`src/hdl/williams2_params.svh`:
```
/* Address map and sizes for the front end. The graphics region starts at byte 0x25000
   and everything below it is CPU ROM. Only download index 0 carries the ROM image */
`ifndef WILLIAMS2_PARAMS_SVH
`define WILLIAMS2_PARAMS_SVH

`define W2_DL_ADDR_W      25
`define W2_GFX_BASE       25'h25000
`define W2_MEM_ADDR_W     23
`define W2_ROM_INDEX      8'd0

// Roughly 11 ms at 96 MHz
`define W2_STRETCH_CYCLES 1048575

`define W2_MOUSE_W        9
`define W2_GUN_W          6

`endif
```
`src/hdl/williams2_pkg.sv`:
```
/* Shared types. player_t bit 0 is spare and ignored by the mapper */
`include "williams2_params.svh"

package williams2_pkg;

	typedef logic [`W2_DL_ADDR_W-1:0]         dl_addr_t;
	typedef logic [7:0]                       dl_byte_t;
	typedef logic [`W2_MEM_ADDR_W-1:0]        mem_addr_t;
	typedef logic [15:0]                      mem_word_t;
	typedef logic [1:0]                       mem_be_t;
	typedef logic signed [`W2_MOUSE_W-1:0]    mouse_delta_t;
	typedef logic [`W2_GUN_W-1:0]             gun_code_t;
	typedef logic [7:0]                       in_port_t;
	typedef logic [13:0]                      player_t;

	typedef enum logic [1:0] {
		game_tshoot,
		game_joust2,
		game_inferno,
		game_mysticm
	} game_e;

	// Bit positions inside player_t
	localparam int PL_UP    = 13;
	localparam int PL_DOWN  = 12;
	localparam int PL_LEFT  = 11;
	localparam int PL_RIGHT = 10;
	localparam int PL_FIRE_A = 9;
	localparam int PL_FIRE_B = 8;
	localparam int PL_FIRE_C = 7;
	localparam int PL_FIRE_D = 6;
	localparam int PL_FIRE_E = 5;
	localparam int PL_UP2    = 4;
	localparam int PL_DOWN2  = 3;
	localparam int PL_LEFT2  = 2;
	localparam int PL_RIGHT2 = 1;

endpackage

```
`src/hdl/dl_bus_if.sv`:
```
/* Download write stream. A write moves when dl_valid and dl_ready are both high.
   dl_active is a level that stays high for the whole download */
`timescale 1ns/10ps

interface dl_bus_if;
	import williams2_pkg::*;

	logic     dl_valid;
	logic     dl_ready;
	logic     [7:0] dl_index;
	dl_addr_t dl_addr;
	dl_byte_t dl_data;
	logic     dl_active;

	modport src (
		output dl_valid,
		output dl_index,
		output dl_addr,
		output dl_data,
		output dl_active,
		input  dl_ready
	);

	modport sink (
		input  dl_valid,
		input  dl_index,
		input  dl_addr,
		input  dl_data,
		output dl_ready
	);

	modport mon (
		input  dl_active
	);

endinterface

```
`src/hdl/williams2_front.sv`:
```
/* Control front end for a four-game arcade board, single clock domain.
   Player vectors arrive already decoded; no rotation or swap is done here */
`timescale 1ns/10ps

module williams2_front (
	input  logic                     clk_mem,
	input  logic                     rst_n_i,
	input  williams2_pkg::game_e     game_i,
	input  logic                     user_reset_i,
	input  logic                     dl_active_i,
	input  logic                     dl_valid_i,
	input  logic [7:0]               dl_index_i,
	input  williams2_pkg::dl_addr_t  dl_addr_i,
	input  williams2_pkg::dl_byte_t  dl_data_i,
	output logic                     dl_ready_o,
	input  logic                     mem_ready_i,
	output logic                     mem_valid_o,
	output logic                     mem_gfx_o,
	output williams2_pkg::mem_addr_t mem_addr_o,
	output williams2_pkg::mem_be_t   mem_be_o,
	output williams2_pkg::mem_word_t mem_data_o,
	output logic                     core_reset_o,
	input  logic                     adv_btn_i,
	input  logic                     hsr_btn_i,
	output logic                     advance_o,
	output logic                     hs_reset_o,
	input  williams2_pkg::player_t   p1_i,
	input  williams2_pkg::player_t   p2_i,
	input  logic                     start1_i,
	input  logic                     start2_i,
	input  logic                     mouse_strobe_i,
	input  williams2_pkg::mouse_delta_t mouse_dx_i,
	input  williams2_pkg::mouse_delta_t mouse_dy_i,
	input  logic [2:0]               mouse_btn_i,
	input  logic                     input_sel_i,
	output williams2_pkg::in_port_t  in1_o,
	output williams2_pkg::in_port_t  in2_o
);
	import williams2_pkg::*;

	gun_code_t gun_gray;

	dl_bus_if dl_bus ();

	assign dl_bus.dl_valid  = dl_valid_i;
	assign dl_bus.dl_index  = dl_index_i;
	assign dl_bus.dl_addr   = dl_addr_i;
	assign dl_bus.dl_data   = dl_data_i;
	assign dl_bus.dl_active = dl_active_i;
	assign dl_ready_o       = dl_bus.dl_ready;

	rom_loader rom_loader0 (
		.clk_mem     (clk_mem),
		.rst_n_i     (rst_n_i),
		.dl          (dl_bus.sink),
		.mem_ready_i (mem_ready_i),
		.mem_valid_o (mem_valid_o),
		.mem_gfx_o   (mem_gfx_o),
		.mem_addr_o  (mem_addr_o),
		.mem_be_o    (mem_be_o),
		.mem_data_o  (mem_data_o)
	);

	boot_reset boot_reset0 (
		.clk_mem      (clk_mem),
		.rst_n_i      (rst_n_i),
		.dl           (dl_bus.mon),
		.user_reset_i (user_reset_i),
		.core_reset_o (core_reset_o)
	);

	button_stretch adv_stretch (
		.clk_mem (clk_mem),
		.rst_n_i (rst_n_i),
		.btn_i   (adv_btn_i),
		.pulse_o (advance_o)
	);

	button_stretch hsr_stretch (
		.clk_mem (clk_mem),
		.rst_n_i (rst_n_i),
		.btn_i   (hsr_btn_i),
		.pulse_o (hs_reset_o)
	);

	gun_tracker gun_tracker0 (
		.clk_mem        (clk_mem),
		.rst_n_i        (rst_n_i),
		.mouse_strobe_i (mouse_strobe_i),
		.mouse_dx_i     (mouse_dx_i),
		.mouse_dy_i     (mouse_dy_i),
		.axis_sel_i     (input_sel_i), // Board multiplexes the axes on input_sel
		.gun_gray_o     (gun_gray)
	);

	control_mapper control_mapper0 (
		.game_i      (game_i),
		.p1_i        (p1_i),
		.p2_i        (p2_i),
		.start1_i    (start1_i),
		.start2_i    (start2_i),
		.mouse_btn_i (mouse_btn_i),
		.input_sel_i (input_sel_i),
		.gun_gray_i  (gun_gray),
		.in1_o       (in1_o),
		.in2_o       (in2_o)
	);

endmodule

```
`src/hdl/control_mapper.sv`:
```
/* Builds the two board input ports for the selected game. Purely combinational.
   Several ports are active low on the board, hence the inversions */
`timescale 1ns/10ps

module control_mapper (
	input  williams2_pkg::game_e     game_i,
	input  williams2_pkg::player_t   p1_i,
	input  williams2_pkg::player_t   p2_i,
	input  logic                     start1_i,
	input  logic                     start2_i,
	input  logic [2:0]               mouse_btn_i,
	input  logic                     input_sel_i,
	input  williams2_pkg::gun_code_t gun_gray_i,
	output williams2_pkg::in_port_t  in1_o,
	output williams2_pkg::in_port_t  in2_o
);
	import williams2_pkg::*;

	player_t ps;

	// Player picked by the board's input_sel line
	assign ps = input_sel_i ? p2_i : p1_i;

	always_comb begin
		in1_o = '0;
		in2_o = '0;
		case (game_i)
			game_tshoot: begin
				in1_o = {~(p1_i[PL_FIRE_A] | p2_i[PL_FIRE_A] | mouse_btn_i[0]), 1'b0,
				         gun_gray_i};
				in2_o = {start2_i, start1_i, 4'b0000,
				         p1_i[PL_FIRE_C] | p2_i[PL_FIRE_C] | mouse_btn_i[2],
				         p1_i[PL_FIRE_B] | p2_i[PL_FIRE_B] | mouse_btn_i[1]};
			end
			game_joust2: begin
				in1_o[7:4] = {2'b11, ~p1_i[PL_FIRE_B], ~p2_i[PL_FIRE_B]};
				in1_o[3:0] = ~{1'b0, ps[PL_FIRE_A], ps[PL_RIGHT], ps[PL_LEFT]};
			end
			game_inferno: begin
				// Second stick doubles as fire B to E
				in1_o = ~{ps[PL_DOWN2] | ps[PL_FIRE_E],
				          ps[PL_RIGHT2] | ps[PL_FIRE_D],
				          ps[PL_LEFT2] | ps[PL_FIRE_C],
				          ps[PL_UP2] | ps[PL_FIRE_B],
				          ps[PL_DOWN], ps[PL_RIGHT], ps[PL_LEFT], ps[PL_UP]};
				in2_o = {start2_i, start1_i, 4'b0000, p2_i[PL_FIRE_A], p1_i[PL_FIRE_A]};
			end
			game_mysticm: begin
				in1_o = {p1_i[PL_FIRE_A], 1'b0, start2_i, start1_i,
				         p1_i[PL_LEFT], p1_i[PL_DOWN], p1_i[PL_RIGHT], p1_i[PL_UP]};
			end
			default: begin
				in1_o = '0;
				in2_o = '0;
			end
		endcase
	end

endmodule

```
`src/hdl/gun_tracker.sv`:
```
/* Turkey Shoot gun position from mouse motion. Both axes wrap at 9 bits;
   only the top six bits of the chosen axis leave, as a Gray code */
`timescale 1ns/10ps
`include "williams2_params.svh"

module gun_tracker (
	input  logic                        clk_mem,
	input  logic                        rst_n_i,
	input  logic                        mouse_strobe_i,
	input  williams2_pkg::mouse_delta_t mouse_dx_i,
	input  williams2_pkg::mouse_delta_t mouse_dy_i,
	input  logic                        axis_sel_i,
	output williams2_pkg::gun_code_t    gun_gray_o
);
	import williams2_pkg::*;

	mouse_delta_t acc_h;
	mouse_delta_t acc_v;
	gun_code_t    gun_bin;

	always_ff @(posedge clk_mem) begin
		if (!rst_n_i) begin
			acc_h <= '0;
			acc_v <= '0;
		end else if (mouse_strobe_i) begin
			acc_h <= acc_h + mouse_dx_i;
			acc_v <= acc_v - mouse_dy_i; // Mouse y grows downward
		end
	end

	assign gun_bin = axis_sel_i ? acc_h[`W2_MOUSE_W-1 -: `W2_GUN_W]
	                            : acc_v[`W2_MOUSE_W-1 -: `W2_GUN_W];

	always_ff @(posedge clk_mem) begin
		if (!rst_n_i)
			gun_gray_o <= '0;
		else
			gun_gray_o <= gun_bin ^ (gun_bin >> 1);
	end

endmodule

```
`src/hdl/button_stretch.sv`:
```
/* Turns a rising edge into a pulse HOLD_CYCLES long. A new edge restarts the count */
`timescale 1ns/10ps
`include "williams2_params.svh"

module button_stretch #(
	parameter int HOLD_CYCLES = `W2_STRETCH_CYCLES
) (
	input  logic clk_mem,
	input  logic rst_n_i,
	input  logic btn_i,
	output logic pulse_o
);

	localparam int CNT_W = $clog2(HOLD_CYCLES + 1);

	logic             btn_d;
	logic [CNT_W-1:0] count;

	always_ff @(posedge clk_mem) begin
		if (!rst_n_i) begin
			btn_d <= 1'b0;
			count <= '0;
		end else begin
			btn_d <= btn_i;
			if (btn_i && !btn_d)
				count <= CNT_W'(HOLD_CYCLES);
			else if (count != '0)
				count <= count - 1'b1;
		end
	end

	assign pulse_o = (count != '0);

endmodule

```
`src/hdl/boot_reset.sv`:
```
/* Core reset stays high until a download has finished at least once.
   Any download or user request raises it again */
`timescale 1ns/10ps

module boot_reset (
	input  logic   clk_mem,
	input  logic   rst_n_i,
	dl_bus_if.mon  dl,
	input  logic   user_reset_i,
	output logic   core_reset_o
);

	logic dl_active_d;
	logic rom_loaded;

	always_ff @(posedge clk_mem) begin
		if (!rst_n_i) begin
			dl_active_d  <= 1'b0;
			rom_loaded   <= 1'b0;
			core_reset_o <= 1'b1;
		end else begin
			dl_active_d <= dl.dl_active;
			if (dl_active_d && !dl.dl_active)
				rom_loaded <= 1'b1; // End of download
			core_reset_o <= user_reset_i | dl.dl_active | ~rom_loaded;
		end
	end

endmodule

```
`src/hdl/rom_loader.sv`:
```
/* One-entry request buffer between the download stream and the memory controller.
   Writes on other indexes are accepted and dropped. Byte address bit 24 is not stored */
`timescale 1ns/10ps
`include "williams2_params.svh"

module rom_loader (
	input  logic                     clk_mem,
	input  logic                     rst_n_i,
	dl_bus_if.sink                   dl,
	input  logic                     mem_ready_i,
	output logic                     mem_valid_o,
	output logic                     mem_gfx_o,
	output williams2_pkg::mem_addr_t mem_addr_o,
	output williams2_pkg::mem_be_t   mem_be_o,
	output williams2_pkg::mem_word_t mem_data_o
);
	import williams2_pkg::*;

	logic     accept;
	logic     is_rom;
	logic     is_gfx;
	dl_addr_t rebased;

	// Room when empty or when the held request leaves this cycle
	assign dl.dl_ready = ~mem_valid_o | mem_ready_i;
	assign accept      = dl.dl_valid & dl.dl_ready;

	assign is_rom  = (dl.dl_index == `W2_ROM_INDEX);
	assign is_gfx  = (dl.dl_addr >= `W2_GFX_BASE);
	assign rebased = is_gfx ? dl.dl_addr - `W2_GFX_BASE : dl.dl_addr;

	always_ff @(posedge clk_mem) begin
		if (!rst_n_i) begin
			mem_valid_o <= 1'b0;
		end else if (accept) begin
			mem_valid_o <= is_rom;
		end else if (mem_ready_i) begin
			mem_valid_o <= 1'b0;
		end
	end

	always_ff @(posedge clk_mem) begin
		if (accept && is_rom) begin
			mem_gfx_o  <= is_gfx;
			mem_addr_o <= rebased[`W2_MEM_ADDR_W:1]; // Word address
			mem_be_o   <= rebased[0] ? 2'b10 : 2'b01;
			mem_data_o <= {dl.dl_data, dl.dl_data};
		end
	end

endmodule

```
`config.mk`:
```
export PLATFORM = sky130hd
export DESIGN_NAME = williams2_front
export DESIGN_NICKNAME = d
export VERILOG_FILES = /design/src/hdl/williams2_pkg.sv /design/src/hdl/dl_bus_if.sv /design/src/hdl/williams2_front.sv /design/src/hdl/control_mapper.sv /design/src/hdl/gun_tracker.sv /design/src/hdl/button_stretch.sv /design/src/hdl/boot_reset.sv /design/src/hdl/rom_loader.sv
export VERILOG_INCLUDE_DIRS = /design/src /design/src/hdl
export SDC_FILE = /design/constraint.sdc
export NUM_CORES = 1
export LEC_CHECK = 0
export BUFFER_PORTS_ARGS = -buffer_cell sky130_fd_sc_hd__clkbuf_2
export CORE_MARGIN = 2
export CORE_UTILIZATION = 47
export CTS_CLUSTER_SIZE = 14
export DETAILED_ROUTE_END_ITERATION = 8
export PLACE_DENSITY = 0.74
export SETUP_SLACK_MARGIN = 0.02
export SYNTH_ARGS = -nofsm -noshare
export SYNTH_HDL_FRONTEND = slang
export SYNTH_SLANG_ARGS = --single-unit
```
`constraint.sdc`:
```
create_clock -name clk_mem -period 3.4 [get_ports clk_mem]
set_input_delay 0.34 -clock clk_mem [delete_from_list [all_inputs] [get_ports clk_mem]]
set_output_delay 0.34 -clock clk_mem [all_outputs]
set_load 0.05 [all_outputs]
```
Yosys cells after proc, flatten, opt, wreduce, memory -nomap -nowiden --
Cells that the tools add are included.
Operators by class: $add $sub $neg 5, $mul 0, divide/modulo/power cells 0, order comparisons 1, equal/unequal tests 3, shift operators 0, muxes and demuxes 12, bitwise operators 22, reduce and logical (&&, ||, !) cells 14
Operators by type and width (count):
- 2-to-1 mux 20 bit | 4
- nonzero test 20 bit | 2
- subtractor 20 x 1 -> 20 bit (second input constant) | 2
- one-hot mux 8 bit (4 select lines) | 1
- >= comparator 25 x 18 -> 1 bit (second input constant) | 1
- 2-to-1 mux 24 bit | 1
- subtractor 24 x 18 -> 24 bit (second input constant) | 1
- one-hot mux 8 bit (2 select lines) | 1
- 2-to-1 mux 14 bit | 1
- bitwise OR 1 bit | 13
- adder 9 bit | 1
- subtractor 9 bit | 1
- logical NOT 8 bit | 1
- inverter 8 bit | 1
- 2-to-1 mux 6 bit | 1
- nonzero test 2 bit | 3
- XOR 6 x 5 -> 6 bit | 1
- inverter 1 bit | 5
- == test 2 bit (second input constant) | 2
- logical AND 1 bit | 4
- inverter 3 -> 4 bit | 1
- logical NOT 1 bit | 3
- == test 2 x 1 -> 1 bit (second input constant) | 1
- logical NOT 2 bit | 1
- other kinds (3) | 4
Word-level totals: register bits 112, bits in latches 0, RAM bits 0, memory bits (read-only) 0, input bits 104, output and inout bits 63, logic and storage cells 72, memories kept 0

Longest topological paths before layout --
depth in word-level cells 4, depth in mapped cells 9, gate-level depth less buffers 9

Cells and area by module --
From an unflattened synthesis, not the netlist that was laid out.
Unflattened totals: cells, all modules 609, area total of the unflattened synthesis 5984.5 µm²
By module, submodules not included:
- button_stretch | times used 2, cells an instance 136, area each 1182.4 µm², seq. area each 420.4 µm²
- gun_tracker | times used 1, cells an instance 179, area each 1627.8 µm², seq. area each 480.5 µm²
- rom_loader | times used 1, cells an instance 101, area each 1496.4 µm², seq. area each 1041.0 µm²
- control_mapper | times used 1, cells an instance 50, area each 404.1 µm², seq. area each 0.0 µm²
- boot_reset | times used 1, cells an instance 7, area each 91.3 µm², seq. area each 60.1 µm²

Worst setup path after synthesis --
Ideal clock, no wire load.
path type reg-to-reg, from register rom_loader0.mem_valid_o, to register rom_loader0.mem_addr_o[0], enable pin, library setup time 0.389 ns, data arrival time 2.210 ns, required time 3.011 ns, setup slack 0.802 ns, stages on the path, launching flop included 5, path buffers 0, clock period less this slack 2.598 ns, cells stage by stage dfxtp_1 > nand2b_1 > nand4b_1 > or4_1 > inv_1
On the way: word-level cells in the longest chain between the ends 4
Ends and longest elaborated chain:
- start: declaration | line rom_loader.sv:11 | output logic mem_valid_o,
- start signal: assignment | line rom_loader.sv:36 | mem_valid_o <= is_rom;
- inverter 1 bit | line rom_loader.sv:25 | assign dl.dl_ready = ~mem_valid_o | mem_ready_i;
- bitwise OR 1 bit | line rom_loader.sv:25
- named net dl_ready_o | line williams2_front.sv:15 | output logic dl_ready_o,
- bitwise AND 1 bit | line rom_loader.sv:26 | assign accept = dl.dl_valid & dl.dl_ready;
- logical AND 1 bit | line rom_loader.sv:43 | if (accept && is_rom) begin
- end signal: assignment | line rom_loader.sv:45 | mem_addr_o <= rebased[`W2_MEM_ADDR_W:1];
- end: declaration | line rom_loader.sv:13 | output williams2_pkg::mem_addr_t mem_addr_o,
The timed path passes the listed nets, and every way through them passes these cells. A chain may end at the register's enable or synchronous reset.

Worst setup path in the final report --
from register hsr_stretch.count[11], to output hs_reset_o
On the way: word-level cells in the longest chain between the ends 1
Ends and longest elaborated chain:
- start: declaration | line button_stretch.sv:17 | logic [CNT_W-1:0] count;
- start signal: assignment | line button_stretch.sv:26 | count <= CNT_W'(HOLD_CYCLES);
- start signal: assignment | line button_stretch.sv:28 | count <= count - 1'b1;
- nonzero test 20 bit | line button_stretch.sv:32 | assign pulse_o = (count != '0);
- end: declaration | line williams2_front.sv:26 | output logic hs_reset_o,
Every way passes these cells.

==> impl_table.tex <==
\begin{tabular}{lr}
\hline
Metric & Value \\
\hline
\multicolumn{2}{l}{\textbf{Outcome}} \\
\quad Result of the run & finished, final reports clean \\
\multicolumn{2}{l}{\textbf{Setup path}} \\
\quad Data required time of the worst path & 3.06 ns \\
\quad Category of the most critical setup path & reg2out \\
\quad Number of buffers and inverters on the critical path & 2 \\
\quad Top Family by Delay on Critical Path & simple AND/OR/NAND/NOR gates \\
\quad Largest driver fanout on the critical path & 11 \\
\quad Kind of capture point of the worst setup path & output pin \\
\quad Data arrival time of the critical path & 2.47 ns \\
\quad Type of element launching the critical path & flip-flop \\
\quad Highest-delay cell along the critical path & or4\_1 \\
\quad Critical path's largest stage delay & 0.67 ns \\
\quad List of cells traversed by the critical path & or4\_1, or4\_4, nor2\_4, inv\_2, clkbuf\_2 \\
\multicolumn{2}{l}{\textbf{Placement}} \\
\quad Routability-driven placement congestion ratio & 0.8697 \\
\quad Detailed placer's ending HPWL & 9819 um \\
\quad Area after DPL & 0.006551 mm\^{}2 \\
\quad Setup slack after placement & 0.9711 ns \\
\quad Port Buf Inserts & 160 \\
\multicolumn{2}{l}{\textbf{Synthesis}} \\
\quad Main combinational cell family by area after synthesis & simple AND/OR/NAND/NOR gates \\
\quad Most common flop cell mapped by yosys & dfxtp\_1 \\
\quad Post-synthesis share of cell area spent on full adders, half adders and majority gates & 5.497\% \\
\quad Seq/Total Area, Yosys & 42.23\% \\
\quad Number of flops mapped to enable cells by yosys & 34 \\
\quad FFs w/ async S/R, synth & 0\% \\
\quad Number of cells produced by synthesis & 603 \\
\quad Number of register bits inferred by synthesis & 104 \\
\quad Warnings, synthesis & 0 \\
\quad Mux contribution to synthesized area & 3.970\% \\
\quad Library cells used by synthesis & 62 \\
\quad Complex-gate fraction of the synthesized area & 16.23\% \\
\quad Simple-Gate Fraction of Synth Area & 19.24\% \\
\quad Share of the synthesized netlist area taken by xor and xnor gates & 7.330\% \\
\quad Syn avg cell area & 9.512 um\^{}2 \\
\quad Cell area after technology mapping & 0.005736 mm\^{}2 \\
\multicolumn{2}{l}{\textbf{Routing}} \\
\quad Number of DRC markers after the initial detailed-route iteration & 191 \\
\quad Post-route antenna net violation count & 0 \\
\quad Via count & 4973 \\
\quad Sum of routed wire length over all layers & 13120 um \\
\quad Average wire per standard cell & 14.69 um \\
\quad Average via count per standard cell & 5.569 \\
\quad Remaining routing DRC violations & 0 \\
\quad First-pass detailed-route iteration total & 5 \\
\multicolumn{2}{l}{\textbf{Run}} \\
\quad Max-cap check violation count & 0 \\
\multicolumn{2}{l}{\textbf{GRT}} \\
\quad Vias in the first global route & 4630 \\
\quad GRT overflow & 0 \\
\quad Antenna violations before repair & 0 \\
\quad Wire length of the first global-routing pass & 21070 um \\
\quad Pin count of the biggest net entering global routing & 35 \\
\quad Global router's overall resource usage & 19.94\% \\
\multicolumn{2}{l}{\textbf{Die}} \\
\quad Effective utilization at floorplan & 47.95\% \\
\quad Area of the core & 0.01196 mm\^{}2 \\
\quad Ports placed on the boundary & 167 \\
\quad Number of placement rows & 40 \\
\quad Full die area & 0.01310 mm\^{}2 \\
\quad Die span in x & 114.5 um \\
\quad Die Y-Extent & 114.5 um \\
\multicolumn{2}{l}{\textbf{Final layout}} \\
\quad Most common cell after layout, fill and taps aside & clkbuf\_2 \\
\quad Fraction of final layout cells sized beyond drive strength 1 & 26.94\% \\
\quad Combined area of the multi-input logic cells & 0.003013 mm\^{}2 \\
\quad Final core utilization & 57.48\% \\
\quad Diodes inserted & 0 \\
\quad Final standard cell area without fillers & 0.006875 mm\^{}2 \\
\quad Total of fill cells in the finished design & 1038 \\
\quad Commonest non-fill, non-tap cells in the layout & 160 x clkbuf\_2, 70 x dfxtp\_1, 48 x a21oi\_1 \\
\quad Signed area change from the synthesized netlist to the final layout & 19.87\% \\
\quad Footprint of the flip-flops and latches & 0.002422 mm\^{}2 \\
\quad Post-layout net count & 869 \\
\multicolumn{2}{l}{\textbf{Power}} \\
\quad Pwr Density & 467.6 mW/mm\^{}2 \\
\quad Net switching power & 936.9 uW \\
\quad Relative contribution of sequential cells to total power & 45.1\% \\
\quad Clk pwr share & 34.1\% \\
\quad Worst VDD drop & 0.2393 mV \\
\quad Static Leak & 2.950 nW \\
\quad Power share of the combinational group & 20.8\% \\
\quad PnR Total Power & 3.215 mW \\
\quad Internal Power & 2.278 mW \\
\quad Switching share of total power & 29.14\% \\
\multicolumn{2}{l}{\textbf{Timing}} \\
\quad Portion of the clock cycle consumed by the worst path in the final layout & 82.57\% \\
\quad Slew of the pin with the lowest slew margin & 0.8037 ns \\
\quad Tightest slew margin relative to the limit & 45.97\% \\
\quad Minimum setup slack in the final design & 0.5925 ns \\
\quad Number of pins exceeding their max-slew limit in the final report & 0 \\
\quad Setup TNS & 0 ns \\
\quad RSZ-0062 raised after global routing & no \\
\quad Post-route clock skew & 0.01107 ns \\
\quad Post-route minimum period & 2.808 ns \\
\quad Final setup violating endpoints & 0 \\
\quad Maximum frequency from static timing analysis & 356.2 MHz \\
\quad Number of endpoints with negative hold slack in the final report & 0 \\
\multicolumn{2}{l}{\textbf{Clock tree}} \\
\quad Setup Fix Bufs, Post-CTS & 0 \\
\quad CTS clock-pin slew for the worst setup and hold paths & 0.07 ns \\
\quad Cell chosen for the clock root & clkbuf\_16 \\
\quad Buffer depth of the longest clock path & 2 \\
\quad Num CTS Buffers & 9 \\
\quad Worst-skew pair later-pin latency & 0.35 ns \\
\quad Number of gates given a new drive strength after cts & 0 \\
\quad CTS tree & yes \\
\quad Number of buffers inserted by hold repair at cts & 0 \\
\quad H-tree depth & 3 \\
\quad Number of sinks on the clock net & 104 \\
\multicolumn{2}{l}{\textbf{Hold path}} \\
\quad Worst Hold Class & in2reg \\
\hline
\end{tabular}
-- worst reg2reg max path, stage by stage (launching register included) --
cell and delay, ns:
dfxtp_1 0.36, or4_1 0.68, or4_4 0.65, o21ai_4 0.25, nor3_1 0.08, o311a_1 0.28
-- registers in the layout, indices dropped and copies added, names as in the netlist --
register                  cells
adv_stretch.btn_d             1
adv_stretch.count            20
boot_reset0.core_reset_o      1
boot_reset0.dl_active_d       1
boot_reset0.rom_loaded        1
gun_tracker0.acc_h            9
gun_tracker0.acc_v            9
gun_tracker0.gun_gray_o       6
hsr_stretch.btn_d             1
hsr_stretch.count            20
rom_loader0.mem_addr_o       23
rom_loader0.mem_be_o          2
rom_loader0.mem_data_o        8
rom_loader0.mem_gfx_o         1
rom_loader0.mem_valid_o       1
-- worst paths after layout --
| check | startpoint | to | slack (ns) | cells past startpoint |
|---|---|---|---|---|
| setup / recovery | hsr_stretch.count[11] | hs_reset_o | 0.59 | 5 |
| hold / removal | dl_data_i[3] | rom_loader0.mem_data_o[11] | 0.16 | 1 |
| setup reg to reg | hsr_stretch.count[11] | hsr_stretch.count[13] | 1.00 | 5 |
| hold reg to reg | boot_reset0.rom_loaded | boot_reset0.core_reset_o | 0.41 | 1 |
-- power groups by stage --
stage / clock network (mW) / registers, mW / logic (mW)
floorplan: 0 / 1.46 / 0.502
global placement: 0 / 1.47 / 0.638
detailed placement: 0 / 1.48 / 0.665
CTS: 1.13 / 1.45 / 0.670
global route: 1.17 / 1.46 / 0.746
finish: 1.10 / 1.45 / 0.668
-- synth_stat cells, types with 3 or more instances --
library cell | n | area share, %
o211ai_1 | 6 | 0.79
o21ai_1 | 8 | 0.70
nor2b_1 | 9 | 0.98
clkbuf_1 | 17 | 1.1
o311a_1 | 3 | 0.52
nand4_1 | 6 | 0.65
nor4_2 | 3 | 0.65
buf_2 | 3 | 0.26
ha_1 | 22 | 4.8
inv_1 | 28 | 1.8
buf_1 | 6 | 0.39
nand2_1 | 20 | 1.3
o21ai_0 | 18 | 1.6
and3_1 | 3 | 0.33
or4_4 | 4 | 0.79
a311oi_1 | 4 | 0.61
xnor2_1 | 22 | 3.4
or3_1 | 18 | 2.0
o31ai_1 | 5 | 0.65
xor2_1 | 26 | 4.0
a21o_1 | 5 | 0.65
a211oi_1 | 19 | 2.5
buf_4 | 12 | 1.6
or4_1 | 8 | 1.0
o21a_1 | 3 | 0.39
o21bai_1 | 5 | 0.65
nor2_1 | 43 | 2.8
a31oi_1 | 8 | 0.87
mux4_2 | 3 | 1.2
dfxtp_1 | 70 | 24
nor3_1 | 28 | 2.4
mux2i_1 | 16 | 2.8
a21oi_1 | 48 | 4.2
nand3_1 | 11 | 0.96
edfxtp_1 | 34 | 18
nand2b_1 | 15 | 1.6
nor4_1 | 12 | 1.3
-- per-layer routing --
metal | share of wire, % | routed length, um | GRT usage (%)
met1 | 41 | 5389 | 23.19
met4 | 1.0 | 137 | 5.610
met2 | 52 | 6875 | 36.88
met5 | 0 | 0 | 0
met3 | 5.4 | 714 | 4.129
-- kinds of logic (layout without fill, tap and decap cells) --
family,Yosys count,after routing
buffers and inverters,68,208
other,1,4
adders and majority gates,24,24
AOI/OAI and AO/OA,144,144
xor gates and xnor gates,48,48
muxes,19,19
DFF,104,104
and+or+nand+nor,195,195
-- layout make-up --
class / instances / area share (%)
multi-input combinational: 434 / 43.82
sequential: 104 / 35.23
timing repair buffer: 163 / 11.97
clock buffer: 11 / 4.004
tap: 147 / 2.675
inverter: 29 / 1.583
clock inverter: 5 / 0.7097
-- per-stage QoR --
step / hold WS, ns / std cells
3_3_place_gp: 0.3799 / 877
3_5_place_dp: 0.3907 / 877
4_1_cts: 0.1490 / 893
2_1_floorplan: 0.3701 / 606
5_1_grt: 0.1485 / 893
6_report: 0.1600 / 893
(Power assumes the default switching activity.)
